**src/common/cpu816_cfg.svh**
```systemverilog
`ifndef CPU816_CFG_SVH
`define CPU816_CFG_SVH

// Reset vector low byte with the high byte at the next address
`define CPU816_RESET_VECTOR 16'hFFFC

`define CPU816_OP_LDA_IMM 8'hA9
`define CPU816_OP_LDX_IMM 8'hA2
`define CPU816_OP_LDY_IMM 8'hA0
`define CPU816_OP_STA_ABS 8'h8D
`define CPU816_OP_ADC_IMM 8'h69
`define CPU816_OP_TAX     8'hAA
`define CPU816_OP_TAY     8'hA8
`define CPU816_OP_TXA     8'h8A
`define CPU816_OP_TYA     8'h98
`define CPU816_OP_INX     8'hE8
`define CPU816_OP_INY     8'hC8
`define CPU816_OP_DEX     8'hCA
`define CPU816_OP_DEY     8'h88
`define CPU816_OP_CLC     8'h18
`define CPU816_OP_SEC     8'h38
`define CPU816_OP_REP     8'hC2
`define CPU816_OP_SEP     8'hE2
`define CPU816_OP_XCE     8'hFB
`define CPU816_OP_NOP     8'hEA
`define CPU816_OP_STP     8'hDB

`endif

```
**src/common/cpu816_pkg.sv**
```systemverilog
package cpu816Pkg;

  typedef logic [7:0]  byteT;
  typedef logic [15:0] wordT;
  typedef logic [15:0] addrT;

  typedef enum logic [3:0] {
    stVectorLo,
    stVectorHi,
    stFetch,
    stOperandLo,
    stOperandHi,
    stInternal,
    stWriteLo,
    stWriteHi,
    stStopped
  } seqStateT;

  typedef enum logic [1:0] {okNone, okImmediate, okAbsStore} opKindT;
  typedef enum logic [1:0] {rsA, rsX, rsY, rsNone} regSelT;
  typedef enum logic [2:0] {aluLoad, aluAdd, aluInc, aluDec, aluTransfer} aluOpT;
  typedef enum logic [2:0] {foNone, foRep, foSep, foClc, foSec, foXce, foAlu} flagOpT;

  typedef struct packed {
    opKindT opKind;
    logic   wide;
    regSelT destSel;
    aluOpT  aluOp;
    regSelT srcSel;
    flagOpT flagOp;
    logic   isStop;
  } ctrlT;

  // we is active low
  typedef struct packed {
    addrT addr;
    byteT dataOut;
    logic vpa;
    logic vda;
    logic vpb;
    logic we;
  } busReqT;

  // Bits 7..0 follow the P register layout
  typedef struct packed {
    logic e;
    logic n;
    logic v;
    logic m;
    logic x;
    logic d;
    logic i;
    logic z;
    logic c;
  } flagsT;

  typedef struct packed {
    logic n;
    logic v;
    logic z;
    logic c;
  } aluFlagsT;

endpackage

```
**src/control/instr_sequencer.sv**
```systemverilog
`timescale 1ns/1ps

module instrSequencer
(
  input  logic                CLK,
  input  logic                RST_N,
  input  logic                rdyIn,
  input  cpu816Pkg::ctrlT     ctrl,
  input  cpu816Pkg::byteT     dataIn,
  output cpu816Pkg::seqStateT state,
  output cpu816Pkg::byteT     ir,
  output logic                advance,
  output logic                rdyOut
);
  import cpu816Pkg::*;

  seqStateT nextState;
  byteT     irReg;
  logic     resetDone;

  assign advance = rdyIn && resetDone && (state != stStopped);
  assign rdyOut  = advance;

  // The opcode being fetched decodes straight from the bus
  assign ir = (state == stFetch) ? dataIn : irReg;

  always_comb
  begin
    case (state)
      stVectorLo:  nextState = stVectorHi;
      stVectorHi:  nextState = stFetch;
      stFetch:     nextState = (ctrl.opKind == okNone) ? stInternal : stOperandLo;
      stOperandLo: nextState = (ctrl.opKind == okAbsStore || ctrl.wide) ? stOperandHi : stFetch;
      stOperandHi: nextState = (ctrl.opKind == okAbsStore) ? stWriteLo : stFetch;
      stWriteLo:   nextState = ctrl.wide ? stWriteHi : stFetch;
      stWriteHi:   nextState = stFetch;
      stInternal:  nextState = ctrl.isStop ? stStopped : stFetch;
      default:     nextState = stStopped;
    endcase
  end

  always_ff @(posedge CLK or negedge RST_N)
  begin
    if (!RST_N)
    begin
      state     <= stVectorLo;
      irReg     <= '0;
      resetDone <= 1'b0;
    end
    else
    begin
      resetDone <= 1'b1;
      if (advance)
      begin
        state <= nextState;
        if (state == stFetch)
          irReg <= dataIn;
      end
    end
  end

  // STP is left only through reset
  assert property (@(posedge CLK) disable iff (!RST_N)
    state == stStopped |=> state == stStopped);

endmodule

```
**src/control/opcode_decoder.sv**
```systemverilog
`timescale 1ns/1ps
`include "cpu816_cfg.svh"

module opcodeDecoder
(
  input  cpu816Pkg::byteT  ir,
  input  cpu816Pkg::flagsT flags,
  output cpu816Pkg::ctrlT  ctrl
);
  import cpu816Pkg::*;

  logic wideA;
  logic wideX;

  function automatic ctrlT makeCtrl(opKindT kind, logic isWide, regSelT dest,
                                    aluOpT op, regSelT src, flagOpT flag);
    return '{opKind: kind, wide: isWide, destSel: dest, aluOp: op,
             srcSel: src, flagOp: flag, isStop: 1'b0};
  endfunction

  // Emulation mode is always 8-bit
  assign wideA = !flags.m && !flags.e;
  assign wideX = !flags.x && !flags.e;

  always_comb
  begin
    case (ir)
      `CPU816_OP_LDA_IMM: ctrl = makeCtrl(okImmediate, wideA, rsA, aluLoad, rsA, foAlu);
      `CPU816_OP_LDX_IMM: ctrl = makeCtrl(okImmediate, wideX, rsX, aluLoad, rsA, foAlu);
      `CPU816_OP_LDY_IMM: ctrl = makeCtrl(okImmediate, wideX, rsY, aluLoad, rsA, foAlu);
      `CPU816_OP_ADC_IMM: ctrl = makeCtrl(okImmediate, wideA, rsA, aluAdd, rsA, foAlu);
      `CPU816_OP_STA_ABS: ctrl = makeCtrl(okAbsStore, wideA, rsNone, aluLoad, rsA, foNone);
      `CPU816_OP_TAX:     ctrl = makeCtrl(okNone, wideX, rsX, aluTransfer, rsA, foAlu);
      `CPU816_OP_TAY:     ctrl = makeCtrl(okNone, wideX, rsY, aluTransfer, rsA, foAlu);
      `CPU816_OP_TXA:     ctrl = makeCtrl(okNone, wideA, rsA, aluTransfer, rsX, foAlu);
      `CPU816_OP_TYA:     ctrl = makeCtrl(okNone, wideA, rsA, aluTransfer, rsY, foAlu);
      `CPU816_OP_INX:     ctrl = makeCtrl(okNone, wideX, rsX, aluInc, rsX, foAlu);
      `CPU816_OP_INY:     ctrl = makeCtrl(okNone, wideX, rsY, aluInc, rsY, foAlu);
      `CPU816_OP_DEX:     ctrl = makeCtrl(okNone, wideX, rsX, aluDec, rsX, foAlu);
      `CPU816_OP_DEY:     ctrl = makeCtrl(okNone, wideX, rsY, aluDec, rsY, foAlu);
      `CPU816_OP_CLC:     ctrl = makeCtrl(okNone, 1'b0, rsNone, aluLoad, rsA, foClc);
      `CPU816_OP_SEC:     ctrl = makeCtrl(okNone, 1'b0, rsNone, aluLoad, rsA, foSec);
      `CPU816_OP_XCE:     ctrl = makeCtrl(okNone, 1'b0, rsNone, aluLoad, rsA, foXce);
      // REP and SEP always take a one-byte mask
      `CPU816_OP_REP:     ctrl = makeCtrl(okImmediate, 1'b0, rsNone, aluLoad, rsA, foRep);
      `CPU816_OP_SEP:     ctrl = makeCtrl(okImmediate, 1'b0, rsNone, aluLoad, rsA, foSep);
      `CPU816_OP_NOP, `CPU816_OP_STP:
        ctrl = makeCtrl(okNone, 1'b0, rsNone, aluLoad, rsA, foNone);
      default:            ctrl = makeCtrl(okNone, 1'b0, rsNone, aluLoad, rsA, foNone);
    endcase
    ctrl.isStop = (ir == `CPU816_OP_STP);
  end

endmodule

```
**src/datapath/register_alu.sv**
```systemverilog
`timescale 1ns/1ps

module registerAlu
(
  input  logic                CLK,
  input  logic                RST_N,
  input  cpu816Pkg::ctrlT     ctrl,
  input  logic                advance,
  input  cpu816Pkg::seqStateT state,
  input  cpu816Pkg::wordT     operand,
  input  cpu816Pkg::flagsT    flags,
  output cpu816Pkg::byteT     accLow,
  output cpu816Pkg::byteT     accHigh,
  output cpu816Pkg::aluFlagsT aluFlags
);
  import cpu816Pkg::*;

  wordT        regA;
  wordT        regX;
  wordT        regY;
  wordT        srcVal;
  wordT        destVal;
  wordT        result;
  logic [8:0]  sum8;
  logic [16:0] sum16;
  logic        commit;

  assign commit = advance && ((state == stInternal) || (ctrl.opKind == okImmediate &&
                  (state == stOperandHi || (state == stOperandLo && !ctrl.wide))));

  assign srcVal  = (ctrl.srcSel == rsX) ? regX : (ctrl.srcSel == rsY) ? regY : regA;
  assign destVal = (ctrl.destSel == rsX) ? regX : (ctrl.destSel == rsY) ? regY : regA;

  // Binary add only
  assign sum8  = {1'b0, regA[7:0]} + {1'b0, operand[7:0]} + 9'(flags.c);
  assign sum16 = {1'b0, regA} + {1'b0, operand} + 17'(flags.c);

  always_comb
  begin
    case (ctrl.aluOp)
      aluAdd:      result = ctrl.wide ? sum16[15:0] : {8'h00, sum8[7:0]};
      aluInc:      result = destVal + 16'd1;
      aluDec:      result = destVal - 16'd1;
      aluTransfer: result = srcVal;
      default:     result = operand;
    endcase
  end

  always_comb
  begin
    if (ctrl.wide)
    begin
      aluFlags.n = result[15];
      aluFlags.z = (result == 16'h0000);
      aluFlags.c = sum16[16];
      aluFlags.v = (regA[15] == operand[15]) && (result[15] != regA[15]);
    end
    else
    begin
      aluFlags.n = result[7];
      aluFlags.z = (result[7:0] == 8'h00);
      aluFlags.c = sum8[8];
      aluFlags.v = (regA[7] == operand[7]) && (result[7] != regA[7]);
    end
  end

  always_ff @(posedge CLK or negedge RST_N)
  begin
    if (!RST_N)
    begin
      regA <= '0;
      regX <= '0;
      regY <= '0;
    end
    else
    begin
      if (commit)
      begin
        case (ctrl.destSel)
          rsA: regA <= ctrl.wide ? result : {regA[15:8], result[7:0]};
          rsX: regX <= ctrl.wide ? result : {regX[15:8], result[7:0]};
          rsY: regY <= ctrl.wide ? result : {regY[15:8], result[7:0]};
          default: ;
        endcase
      end
      // 8-bit index mode has no high byte
      if (flags.x)
      begin
        regX[15:8] <= 8'h00;
        regY[15:8] <= 8'h00;
      end
    end
  end

  assign accLow  = regA[7:0];
  assign accHigh = regA[15:8];

endmodule

```
**src/datapath/status_register.sv**
```systemverilog
`timescale 1ns/1ps

module statusRegister
(
  input  logic                CLK,
  input  logic                RST_N,
  input  cpu816Pkg::ctrlT     ctrl,
  input  logic                advance,
  input  cpu816Pkg::seqStateT state,
  input  cpu816Pkg::wordT     operand,
  input  cpu816Pkg::aluFlagsT aluFlags,
  output cpu816Pkg::flagsT    flags
);
  import cpu816Pkg::*;

  logic commit;
  byteT mask;

  assign commit = advance && ((state == stInternal) || (ctrl.opKind == okImmediate &&
                  (state == stOperandHi || (state == stOperandLo && !ctrl.wide))));

  // M and X cannot be touched by REP/SEP in emulation mode
  assign mask = {operand[7:6], operand[5] & !flags.e, operand[4] & !flags.e, operand[3:0]};

  always_ff @(posedge CLK or negedge RST_N)
  begin
    if (!RST_N)
      flags <= '{e: 1'b1, n: 1'b0, v: 1'b0, m: 1'b1, x: 1'b1,
                 d: 1'b0, i: 1'b1, z: 1'b0, c: 1'b0};
    else if (commit)
    begin
      case (ctrl.flagOp)
        foRep: flags[7:0] <= flags[7:0] & ~mask;
        foSep: flags[7:0] <= flags[7:0] | mask;
        foClc: flags.c <= 1'b0;
        foSec: flags.c <= 1'b1;
        foXce:
        begin
          flags.e <= flags.c;
          flags.c <= flags.e;
          // entering emulation
          if (flags.c)
          begin
            flags.m <= 1'b1;
            flags.x <= 1'b1;
          end
        end
        foAlu:
        begin
          flags.n <= aluFlags.n;
          flags.z <= aluFlags.z;
          if (ctrl.aluOp == aluAdd)
          begin
            flags.c <= aluFlags.c;
            flags.v <= aluFlags.v;
          end
        end
        default: ;
      endcase
    end
  end

endmodule

```
**src/design/bus_interface.sv**
```systemverilog
`timescale 1ns/1ps
`include "cpu816_cfg.svh"

module busInterface
(
  input  logic                CLK,
  input  logic                RST_N,
  input  cpu816Pkg::seqStateT state,
  input  logic                advance,
  input  cpu816Pkg::byteT     dataIn,
  input  cpu816Pkg::byteT     accLow,
  input  cpu816Pkg::byteT     accHigh,
  output cpu816Pkg::wordT     operand,
  output cpu816Pkg::busReqT   busOut
);
  import cpu816Pkg::*;

  localparam addrT vectorAddr = `CPU816_RESET_VECTOR;

  addrT pc;
  wordT opLatch;

  always_ff @(posedge CLK or negedge RST_N)
  begin
    if (!RST_N)
      pc <= '0;
    else if (advance)
    begin
      case (state)
        stVectorLo: pc[7:0] <= dataIn;
        stVectorHi: pc[15:8] <= dataIn;
        stFetch, stOperandLo, stOperandHi: pc <= pc + 16'd1;
        default: ;
      endcase
    end
  end

  always_ff @(posedge CLK)
  begin
    if (advance && state == stOperandLo)
      opLatch[7:0] <= dataIn;
    if (advance && state == stOperandHi)
      opLatch[15:8] <= dataIn;
  end

  // Forward the byte on the bus so the last operand cycle can commit
  always_comb
  begin
    case (state)
      stOperandLo: operand = {opLatch[15:8], dataIn};
      stOperandHi: operand = {dataIn, opLatch[7:0]};
      default:     operand = opLatch;
    endcase
  end

  always_comb
  begin
    busOut.addr    = pc;
    busOut.dataOut = '0;
    busOut.vpa     = 1'b0;
    busOut.vda     = 1'b0;
    busOut.vpb     = 1'b1;
    busOut.we      = 1'b1;
    case (state)
      stVectorLo, stVectorHi:
      begin
        busOut.addr = (state == stVectorHi) ? vectorAddr + 16'd1 : vectorAddr;
        busOut.vda  = 1'b1;
        busOut.vpb  = 1'b0;
      end
      stFetch, stOperandLo, stOperandHi:
      begin
        busOut.vpa = 1'b1;
        busOut.vda = 1'b1;
      end
      stWriteLo, stWriteHi:
      begin
        busOut.addr    = (state == stWriteHi) ? opLatch + 16'd1 : opLatch;
        busOut.dataOut = (state == stWriteHi) ? accHigh : accLow;
        busOut.vda     = 1'b1;
        busOut.we      = 1'b0;
      end
      default: ;
    endcase
  end

  // Writes only come straight out of the operand fetch of a store
  assert property (@(posedge CLK) disable iff (!RST_N)
    !busOut.we |-> $past(state) inside {stOperandHi, stWriteLo, stWriteHi});

  // A stalled cycle repeats unchanged
  assert property (@(posedge CLK) disable iff (!RST_N)
    !advance |=> $stable(busOut));

endmodule

```
**src/design/cpu816_top.sv**
```systemverilog
`timescale 1ns/1ps

module cpu816Top
(
  input  logic              CLK,
  input  logic              RST_N,
  input  cpu816Pkg::byteT   dataIn,
  input  logic              rdyIn,
  output cpu816Pkg::busReqT busOut,
  output logic              rdyOut
);
  import cpu816Pkg::*;

  seqStateT state;
  byteT     ir;
  logic     advance;
  ctrlT     ctrl;
  flagsT    flags;
  wordT     operand;
  byteT     accLow;
  byteT     accHigh;
  aluFlagsT aluFlags;

  instrSequencer sequencer (
    .CLK(CLK), .RST_N(RST_N), .rdyIn(rdyIn), .ctrl(ctrl), .dataIn(dataIn),
    .state(state), .ir(ir), .advance(advance), .rdyOut(rdyOut)
  );

  opcodeDecoder decoder (.ir(ir), .flags(flags), .ctrl(ctrl));

  busInterface busUnit (
    .CLK(CLK), .RST_N(RST_N), .state(state), .advance(advance), .dataIn(dataIn),
    .accLow(accLow), .accHigh(accHigh), .operand(operand), .busOut(busOut)
  );

  registerAlu regAlu (
    .CLK(CLK), .RST_N(RST_N), .ctrl(ctrl), .advance(advance), .state(state),
    .operand(operand), .flags(flags), .accLow(accLow), .accHigh(accHigh),
    .aluFlags(aluFlags)
  );

  statusRegister statusReg (
    .CLK(CLK), .RST_N(RST_N), .ctrl(ctrl), .advance(advance), .state(state),
    .operand(operand), .aluFlags(aluFlags), .flags(flags)
  );

endmodule

```
**config.mk**
```make
export PLATFORM = sky130hd
export DESIGN_NAME = cpu816Top
export DESIGN_NICKNAME = d
export VERILOG_FILES = /design/src/common/cpu816_pkg.sv /design/src/control/instr_sequencer.sv /design/src/control/opcode_decoder.sv /design/src/datapath/register_alu.sv /design/src/datapath/status_register.sv /design/src/design/bus_interface.sv /design/src/design/cpu816_top.sv
export VERILOG_INCLUDE_DIRS = /design/src /design/src/common
export SDC_FILE = /design/constraint.sdc
export NUM_CORES = 1
export LEC_CHECK = 0
export BUFFER_PORTS_ARGS = -buffer_cell sky130_fd_sc_hd__buf_2
export CORE_MARGIN = 8
export CORE_UTILIZATION = 42
export DETAILED_ROUTE_END_ITERATION = 7
export PLACE_DENSITY_LB_ADDON = 0.25
export REMOVE_ABC_BUFFERS = 1
export SLEW_MARGIN = 40
export SYNTH_ARGS = -nofsm -noshare
export SYNTH_HDL_FRONTEND = slang
export SYNTH_SLANG_ARGS = --single-unit
```
**constraint.sdc**
```tcl
create_clock -name CLK -period 4.9 [get_ports CLK]
set_clock_uncertainty 0.05 [all_clocks]
set_input_delay 0.49 -clock CLK [delete_from_list [all_inputs] [get_ports CLK]]
set_output_delay 0.49 -clock CLK [all_outputs]
set_load 0.02 [all_outputs]
```
Word-level counts from Yosys, hierarchy flattened
Index checks and enable logic that the tools add are counted.
- register bits: 102
- input port bits: 11
- output and inout port bits: 29
- add/subtract/negate cells: 8
- equality and inequality tests: 49
- multiplexer cells: 42
- bitwise gates (word level): 5
- reduce and logical (&&, ||, !) cells: 52
- operator list (operator ; number):
    case mux 14 bit (18 select lines) ; 1
    2-to-1 mux 16 bit ; 11
    equality test 8 bit, second input constant ; 16
    case mux 16 bit (2 select lines) ; 2
    case mux 16 bit (4 select lines) ; 1
    adder 16 x 1 -> 16 bit, second input constant ; 3
    2-to-1 mux 8 bit ; 5
    case mux 8 bit (2 select lines) ; 2
    case mux 4 bit (7 select lines) ; 1
    AND reduction 3 bit ; 6
    adder 16 x 16 -> 17 bit ; 1
    adder 17 x 1 -> 17 bit ; 1
    equality test 4 x 3 -> 1 bit, second input constant ; 4
    zero test 16 bit ; 1
    AND reduction 2 bit ; 8
    subtractor 16 x 1 -> 16 bit, second input constant ; 1
    nonzero test 2 bit ; 7
    equality test 3 x 2 -> 1 bit, second input constant ; 4
    equality test 3 bit, second input constant ; 4
    2-to-1 mux 3 bit ; 4
    case mux 2 bit (3 select lines) ; 2
    logical AND 1 bit ; 11
    adder 8 x 8 -> 9 bit ; 1
    adder 9 x 1 -> 9 bit ; 1
    other kinds (33) ; 58

Depth between registers and ports, before layout
Gate-level depths: netlist of run 1.
- word-level depth: 14
- gate-level depth with buffers: 21
- gate-level depth less buffers: 19

Modules after synthesis
A second synthesis of run 1 with hierarchy kept.
- cells, all modules: 1155
- area total of the unflattened synthesis: 9804.4 µm²
- modules (own cells, without submodules) (module ; times used ; cells an instance ; area an instance (µm²)):
    registerAlu ; 1 ; 626 ; 5156.2
    busInterface ; 1 ; 291 ; 2524.9
    instrSequencer ; 1 ; 63 ; 760.7
    statusRegister ; 1 ; 81 ; 711.9
    opcodeDecoder ; 1 ; 94 ; 650.6

Least setup slack after synthesis of run 1
Ideal clock, no wire load.
- path type: register -> register
- from: reg sequencer.state[0]
- to: reg regAlu.regX[14]
- library setup time: 0.138 ns
- arrival: 5.186 ns
- required time: 4.712 ns
- path slack: -0.474 ns
- stages on the path, launching flop included: 18
- path buffers: 1
- period minus slack after synthesis: 5.374 ns
- path through: dfrtp_1 nor4b_4 mux2i_1 o221ai_1 nor4_4 clkbuf_1 mux2i_1 o21ai_0 ha_1 a21o_1 or3_1 o211ai_1 a21oi_1 or4_1 a31oi_1 xnor2_1 a221oi_1 o21ai_0
- longest elaborated chain between the ends: 13
- ends and longest elaborated chain (item ; RTL line ; RTL):
    from (decl) ; instr_sequencer.sv:10 ; output cpu816Pkg::seqStateT state,
    from (signal assigned) ; instr_sequencer.sv:46 ; state <= stVectorLo;
    from (signal assigned) ; instr_sequencer.sv:55 ; state <= nextState;
    equality test 4 x 2 -> 1 bit ; instr_sequencer.sv:25 ; assign ir = (state == stFetch) ? dataIn : irReg;
    2-to-1 mux 8 bit ; instr_sequencer.sv:25 ;
    equality test 8 bit, or another cell as far along ; opcode_decoder.sv:27 ; case (ir)
    case mux 14 bit (18 select lines) ; opcode_decoder.sv:27 ;
    equality test 2 bit ; register_alu.sv:32 ; assign destVal = (ctrl.destSel == rsX) ? regX : (ctrl.destSel == rsY) ? regY : regA;
    2-to-1 mux 16 bit (2 in series) ; register_alu.sv:32 ;
    subtractor 16 x 1 -> 16 bit or adder 16 x 1 -> 16 bit (tied branches) ; register_alu.sv:43, register_alu.sv:42 ;
    case mux 16 bit (4 select lines) ; register_alu.sv:40 ; case (ctrl.aluOp)
    2-to-1 mux 16 bit ; register_alu.sv:81 ; rsX: regX <= ctrl.wide ? result : {regX[15:8], result[7:0]};
    2-to-1 mux 16 bit ; register_alu.sv:79 ; case (ctrl.destSel)
    2-to-1 mux 16 bit ; register_alu.sv:77 ; if (commit)
    2-to-1 mux 8 bit ; register_alu.sv:87 ; if (flags.x)
    to (signal assigned) ; register_alu.sv:81 ;
    to (decl) ; register_alu.sv:19 ; wordT regX;
Parallel ways exist; a longest one is shown, timed or not. The select of a mux whose other input is x is not followed.
A chain may end at the register's enable or synchronous reset.

Worst setup path after layout of run 1
- from: reg sequencer.state[0]
- to: reg regAlu.regY[14]
- longest elaborated chain between the ends: 13
- ends and longest elaborated chain (item ; RTL line ; RTL):
    equality test 4 x 2 -> 1 bit ; instr_sequencer.sv:25 ;
    2-to-1 mux 8 bit ; instr_sequencer.sv:25 ;
    equality test 8 bit, or another cell as far along ; opcode_decoder.sv:27 ;
    case mux 14 bit (18 select lines) ; opcode_decoder.sv:27 ;
    equality test 2 bit ; register_alu.sv:32, register_alu.sv:79 ;
    2-to-1 mux 16 bit (2 in series) ; register_alu.sv:32 ;
    subtractor 16 x 1 -> 16 bit or adder 16 x 1 -> 16 bit (tied branches) ; register_alu.sv:43, register_alu.sv:42 ;
    case mux 16 bit (4 select lines) ; register_alu.sv:40 ;
    2-to-1 mux 16 bit ; register_alu.sv:82 ; rsY: regY <= ctrl.wide ? result : {regY[15:8], result[7:0]};
    2-to-1 mux 16 bit ; register_alu.sv:79 ;
    2-to-1 mux 16 bit ; register_alu.sv:77 ;
    2-to-1 mux 8 bit ; register_alu.sv:87 ;
    to (signal assigned) ; register_alu.sv:82 ;
    to (decl) ; register_alu.sv:20 ; wordT regY;
Parallel ways exist; a longest one is shown, timed or not. The select of a mux whose other input is x is not followed.

==> results of run 1 <==
[kinds of logic after synthesis]
family | after synthesis | share of synthesized area
flops | 97 | 0.298
fa+ha+maj | 34 | 0.0531
mux | 90 | 0.117
simple gates | 372 | 0.228
other cells | 1 | 0.000445
xor+xnor | 36 | 0.0374
buf+inv | 76 | 0.0358
compound gates | 288 | 0.231
[cell usage in the layout (no fill, tap or decap), drive strengths merged, types with 8 or more instances in the layout]
cell / instances
o22a: 16
dfrtp: 78
a211oi: 14
ha: 31
nor2b: 12
mux2i: 49
xnor2: 22
o211ai: 15
nor2: 83
o21ai: 65
nand3: 49
and2: 9
mux2: 41
buf: 139
nor4bb: 8
inv: 23
edfxtp: 16
a21o: 12
nor3b: 8
clkbuf: 9
a221oi: 8
a31oi: 21
nand2: 119
o21a: 11
and3: 18
nor4: 8
nand4: 8
nor3: 15
xor2: 14
a21oi: 66
[area by class of cell]
cell class,count,share of cell area
repair buffers,139,0.0980
inverters,20,0.00756
well taps,270,0.0340
clock buffers,9,0.0227
flip-flops and latches,97,0.253
multi-input cells,821,0.576
clock inverters,7,0.00845
[state kept, by name, indices dropped and copies added (netlist names)]
| signal | flops |
|---|---|
| regAlu.regX | 16 |
| sequencer.state | 4 |
| sequencer.resetDone | 1 |
| sequencer.irReg | 8 |
| statusReg.flags | 4 |
| regAlu.regY | 16 |
| regAlu.regA | 16 |
| busUnit.pc | 16 |
| busUnit.opLatch | 16 |
[worst register-to-register path, delay by kind of cell, from the launching register on]
family                   cells  cell delay [ns]
AO/OA/AOI/OAI                8             1.62
XOR/XNOR                     1             0.12
adder cells (fa/ha/maj)      1             0.31
buffers and inverters        2             0.33
flip-flops                   1             0.38
multiplexers                 2             0.35
AND/OR/NAND/NOR              4             1.57
[final timing paths]
path / to / slack [ns] / cells after the start
worst min-delay path: sequencer.irReg[4] / 0.01 / 1
worst max register to register: regAlu.regY[14] / 0.007 / 18
worst max-delay path: regAlu.regY[14] / 0.007 / 18
max in group asynchronous: regAlu.regX[0] / 3.75 / 2
worst min register to register: statusReg.flags[8] / 0.47 / 1
min in group CLK: sequencer.irReg[2] / 0.39 / 2
[per-layer routing]
layer  up-vias  routed length [µm]  global-route usage
met5         -                   0                   0
met4         0                 663              0.0762
met3        49                1610              0.0284
met2       288               12300               0.363
met1      3900               12100               0.285
li1       3898                   -                   -
[metrics by stage]
step	util	power, µW
floorplan	-	2550
global placement	0.475	3280
CTS	0.493	4080
finish	0.497	4110
global route	0.497	4390
detailed placement	0.476	3310
[power groups by stage]
| stage | clock network (µW) | registers (µW) | logic, µW |
|---|---|---|---|
| floorplan | 0 | 1180 | 1370 |
| global placement | 0 | 1210 | 2080 |
| detailed placement | 0 | 1210 | 2100 |
| CTS | 760 | 1190 | 2130 |
| global route | 789 | 1230 | 2370 |
| finish | 742 | 1200 | 2170 |
[what timing repair did]
action,4_1_cts,5_1_grt
setup buffers,0,3
setup endpoints to repair,5,21
gates resized for setup,7,18
pin swaps,5,10
hold buffers,0,0
endpoints found under the hold margin,0,0
==> results.json, run 1 <==
{
  "fp.dieH_um": 158,
  "hold_ws_ns": 0.00990,
  "drt_iter0_drc": 526,
  "start_kind": "register",
  "area_growth_pct": 17.7,
  "cts_sinks": 97,
  "slew_headroom": 0.512,
  "path_max_fanout": 8,
  "drc": 0,
  "routed_via_density": 5.97,
  "yosysTopAreaCell": "dfrtp_1",
  "syn_area_mm2": 0.00843,
  "grt_pass1_vias": 7850,
  "dp_cells": 1344,
  "p_per_area_mw_per_mm2": 414,
  "holdCritPathClass": "in -> async",
  "cts_htree_levels": 3,
  "hold_violations": 0,
  "cts.clk_slew.worst_paths_ns": 0.08,
  "clock-root-buffer": "clkbuf_16",
  "synth-edff-count": 16,
  "seqPwrFrac": 0.292,
  "hpwlAfterDp_mm": 20.1,
  "synth_seq_cells": 97,
  "period_share": 0.999,
  "path_buf_inv": 2,
  "synth_most_common_cell": "nand2_1",
  "grt_pass1_wl_mm": 42.5,
  "finalCriticalPeriod_ns": 4.89,
  "ant_nets": 0,
  "timing_worst_setup_path_type": "reg -> reg",
  "maxCapViolCount": 0,
  "synth_warnings": 0,
  "path_common_cell": "o21ai_1",
  "routed_wirelength_mm": 26.8,
  "dp_worst_setup_slack_ns": -0.220,
  "fillers": 1962,
  "synth_commonest_cells": "119 x nand2_1, 83 x nor2_1, 78 x dfrtp_1",
  "p_switching_uw": 1830,
  "diodes": 0,
  "power_frac_clock": 0.181,
  "row_count": 52,
  "initial_core_util": 0.422,
  "nets": 1133,
  "grt.total_usage": 0.218,
  "wl_per_cell_um": 19.6,
  "leakagePower_uw": 0.00436,
  "final_cells": 1363,
  "crit_arrival_ns": 5.08,
  "drive_above_1_share": 0.220,
  "grt_overflow_total": 0,
  "cp_top_family": "compound AO/OA/AOI/OAI gates",
  "ios": 40,
  "p_int_uw": 2280,
  "rsz0062_at_grt": "true",
  "worstPathCellList": "or4b_4, buf_8, mux2i_2, o221a_4, nor4_4, buf_6, mux2i_1, o21ai_1, ha_1, a21o_1, or3_4, o211ai_1, a21oi_2, or4_1, a31oi_1, xnor2_1, a221oi_2, o21ai_1",
  "synth_area_leaders": "dfrtp_1 23%, mux2i_1 5.8%, edfxtp_1 5.7%",
  "combPwrFrac": 0.528,
  "antenna_found_initial": 0,
  "multiInputGateArea_mm2": 0.00572,
  "cp_data_required_time_ns": 5.09,
  "stdcell_area_mm2": 0.00992,
  "cts_buffer_depth": 2,
  "insertion_delay_ns": 0.37,
  "firstDrtPassIters": 5,
  "startpoint": "sequencer.state[0]",
  "end_kind": "register",
  "tns_ns": 0,
  "vias": 8135,
  "syn_area_per_cell_um2": 8.48,
  "place.gp.congestion": 0.923,
  "synthFlopType": "dfrtp_1",
  "p_sw_frac": 0.445,
  "slowest_stage": "or4b_4",
  "numCtsBuffers": 9,
  "cp_slowest_stage_delay_ns": 0.55,
  "r2r-start": "sequencer.state[0]",
  "io_buffers": 39,
  "place_area_mm2": 0.00950,
  "die_w_um": 158,
  "register_area_mm2": 0.00251,
  "syn_inst": 994,
  "worst_slack_ns": 0.00668,
  "die_area_mm2": 0.0249,
  "fmax_ghz": 0.204,
  "ys_seq_area_frac": 0.298,
  "synthArstFlopShare": 0.835,
  "setup_violations": 0,
  "worst_slew_pin_slew_ns": 0.724,
  "cts_tree": "yes",
  "finalMaxSlewViolations": 0,
  "ys_types": 85,
  "status": "completed",
  "synth_top_area_frac": 0.232,
  "ir_worst_vdd_v": 0.000203,
  "coreArea_mm2": 0.0200,
  "grt_max_degree": 48
}
(Power assumes the default switching activity.)
==> run 2, diff against run 1 <==
--- a/config.mk
+++ b/config.mk
@@ -9,3 +9,2 @@
 export BUFFER_PORTS_ARGS = -buffer_cell sky130_fd_sc_hd__buf_2
-export CORE_MARGIN = 8
 export CORE_UTILIZATION = 42
@@ -17,2 +16,3 @@
 export SYNTH_HDL_FRONTEND = slang
+export SYNTH_HIERARCHICAL = 1
 export SYNTH_SLANG_ARGS = --single-unit
--- a/constraint.sdc
+++ b/constraint.sdc
@@ -4,2 +4,2 @@
 set_output_delay 0.49 -clock CLK [all_outputs]
-set_load 0.02 [all_outputs]
+set_load 0.005 [all_outputs]
==> run 2 against run 1 <==
Compared with the run above: the run now ends with setup timing left; critical path depth increased by 4; clock-buffer cell count increased by 2; worst setup slack got worse by 0.10 ns; sequential share of layout area decreased by 3.7 points; synthesized area increased by 11%; cell count increased by 10%; fmax decreased by 2.1%; cell area increased by 17%; wire length increased by 15%; critical endpoint is now regAlu/regA[13]; highest routed layer unchanged.
==> results.json, run 2 <==
{
  "status": "finished, violations left",
  "violations": "setup timing",
  "routed_wirelength_mm": 30.6,
  "crit_arrival_ns": 5.20,
  "grt_pass1_vias": 8588,
  "hold_buffers": 0,
  "syn_area_mm2": 0.00939,
  "io_buffers": 39,
  "grt_pass1_wl_mm": 46.7,
  "grt_max_degree": 44,
  "antenna_found_initial": 0,
  "slew_headroom": 0.455,
  "insertion_delay_ns": 0.37,
  "worst_slack_ns": -0.0960,
  "vias": 9352,
  "ant_nets": 0,
  "syn_inst": 1106,
  "diodes": 0,
  "start_kind": "register",
  "fmax_ghz": 0.200,
  "hpwlAfterDp_mm": 21.9,
  "row_count": 54,
  "initial_core_util": 0.429,
  "hold_ws_ns": 0.0499,
  "coreArea_mm2": 0.0219,
  "holdCritPathClass": "in -> async",
  "stdcell_area_mm2": 0.0116,
  "clock-root-buffer": "clkbuf_16",
  "tns_ns": -0.490,
  "syn_area_per_cell_um2": 8.49,
  "dp_cells": 1458,
  "finalCriticalPeriod_ns": 5.00,
  "die_area_mm2": 0.0230,
  "end_kind": "register",
  "place_area_mm2": 0.0104,
  "fp.dieH_um": 152,
  "setup_violations": 11,
  "mostFrequentLayoutCell": "buf_4",
  "cp_data_required_time_ns": 5.10,
  "ir_worst_vdd_v": 0.000149,
  "maxCapViolCount": 0,
  "drc": 0,
  "r2r-start": "sequencer/state[2]",
  "reg2regPathDepth": 22,
  "path_max_fanout": 6,
  "layout_common_cells": "115 x buf_4, 87 x nand2_1, 78 x dfrtp_1",
  "cts_tree": "yes",
  "ios": 40,
  "p_per_area_mw_per_mm2": 135,
  "drt_iter0_drc": 810,
  "endpoint": "regAlu/regA[13]",
  "cts.clk_slew.worst_paths_ns": 0.07,
  "die_w_um": 152,
  "reg2reg_to": "regAlu/regA[13]",
  "startpoint": "sequencer/state[2]",
  "leakagePower_uw": 0.00491,
  "cts_buffer_depth": 2,
  "routed_via_density": 6.22,
  "grt.total_usage": 0.265,
  "drive_above_1_share": 0.313,
  "cts_htree_levels": 3,
  "wl_per_cell_um": 20.4,
  "nets": 1263,
  "timing_worst_setup_path_type": "reg -> reg",
  "hold_violations": 0,
  "numCtsBuffers": 9,
  "synth_warnings": 6,
  "firstDrtPassIters": 6,
  "grt_overflow_total": 0,
  "cts_sinks": 97,
  "worst_slew_pin_slew_ns": 0.813,
  "ff2ff_setup_slack_ns": -0.1,
  "rsz0062_at_grt": "true",
  "period_share": 1.02,
  "place.gp.congestion": 0.923,
  "finalMaxSlewViolations": 0,
  "area_growth_pct": 24.0,
  "final_cells": 1503
}
## run 2: metrics by stage
step                       util  total power [µW]  setup WS, ns
after floorplan               -               840         -6.02
after global placement    0.477               877        -0.113
after detailed placement  0.477               877        -0.266
after CTS                 0.507              1590        -0.138
after global routing      0.532              1620        -0.290
final                     0.532              1570       -0.0960
## run 2: what timing repair did
action,in CTS,in global routing
resized for setup,44,102
cloned,1,1
setup buffers,21,9
setup endpoints to repair,28,40
pin swaps,24,44
## run 2: cell type report
cell class	count	area (µm²)
fillers	1990	10300
multi-input cells	899	6950
flip-flops and latches	97	2510
repair buffers	175	1400
well taps	280	350
clock buffers	11	253
inverters	36	135
clock inverters	5	37.5
## run 2: worst max-delay path, cell delays in order, from the launching register on
cell and delay, ns:
dfrtp_1 0.39, nor2_2 0.13, and3_4 0.26, mux2_4 0.32, or4b_4 0.57, a2111oi_4 0.26, a31oi_2 0.09, buf_4 0.16
a211o_4 0.39, buf_4 0.18, nand2b_4 0.15, o22ai_1 0.12, a31oi_1 0.08, ha_1 0.35, a21oi_2 0.20, nand2_1 0.10
o21ai_2 0.18, a31oi_4 0.07, buf_6 0.14, xor2_1 0.13, o21ai_1 0.16, o21ai_2 0.09, mux2_4 0.27
## run 2: power by group
part / internal [µW] / switching, µW / total, µW
logic: 10.5 / 30.7 / 41.2
clock network: 374 / 337 / 711
registers: 819 / 0.171 / 819
total: 1200 / 367 / 1570
## run 2: worst min path at each step
stage,cells after the start,startpoint,slack [ns],to
detailed placement,2,statusReg/flags[5],0.42,statusReg/flags[5]
global placement,2,statusReg/flags[5],0.42,statusReg/flags[5]
CTS,1,RST_N,0.07,sequencer/state[1]
global route,1,RST_N,0.10,sequencer/state[0]
finish,1,RST_N,0.05,sequencer/state[1]
floorplan,0,RST_N,0.14,busUnit/pc[0]
## run 2: routing by layer
metal	vias to the layer above	part of all wire	track usage
li1	4384	-	-
met5	-	0	0
met4	0	0.030	0.0847
met1	4550	0.44	0.357
met3	58	0.065	0.0326
met2	360	0.46	0.439
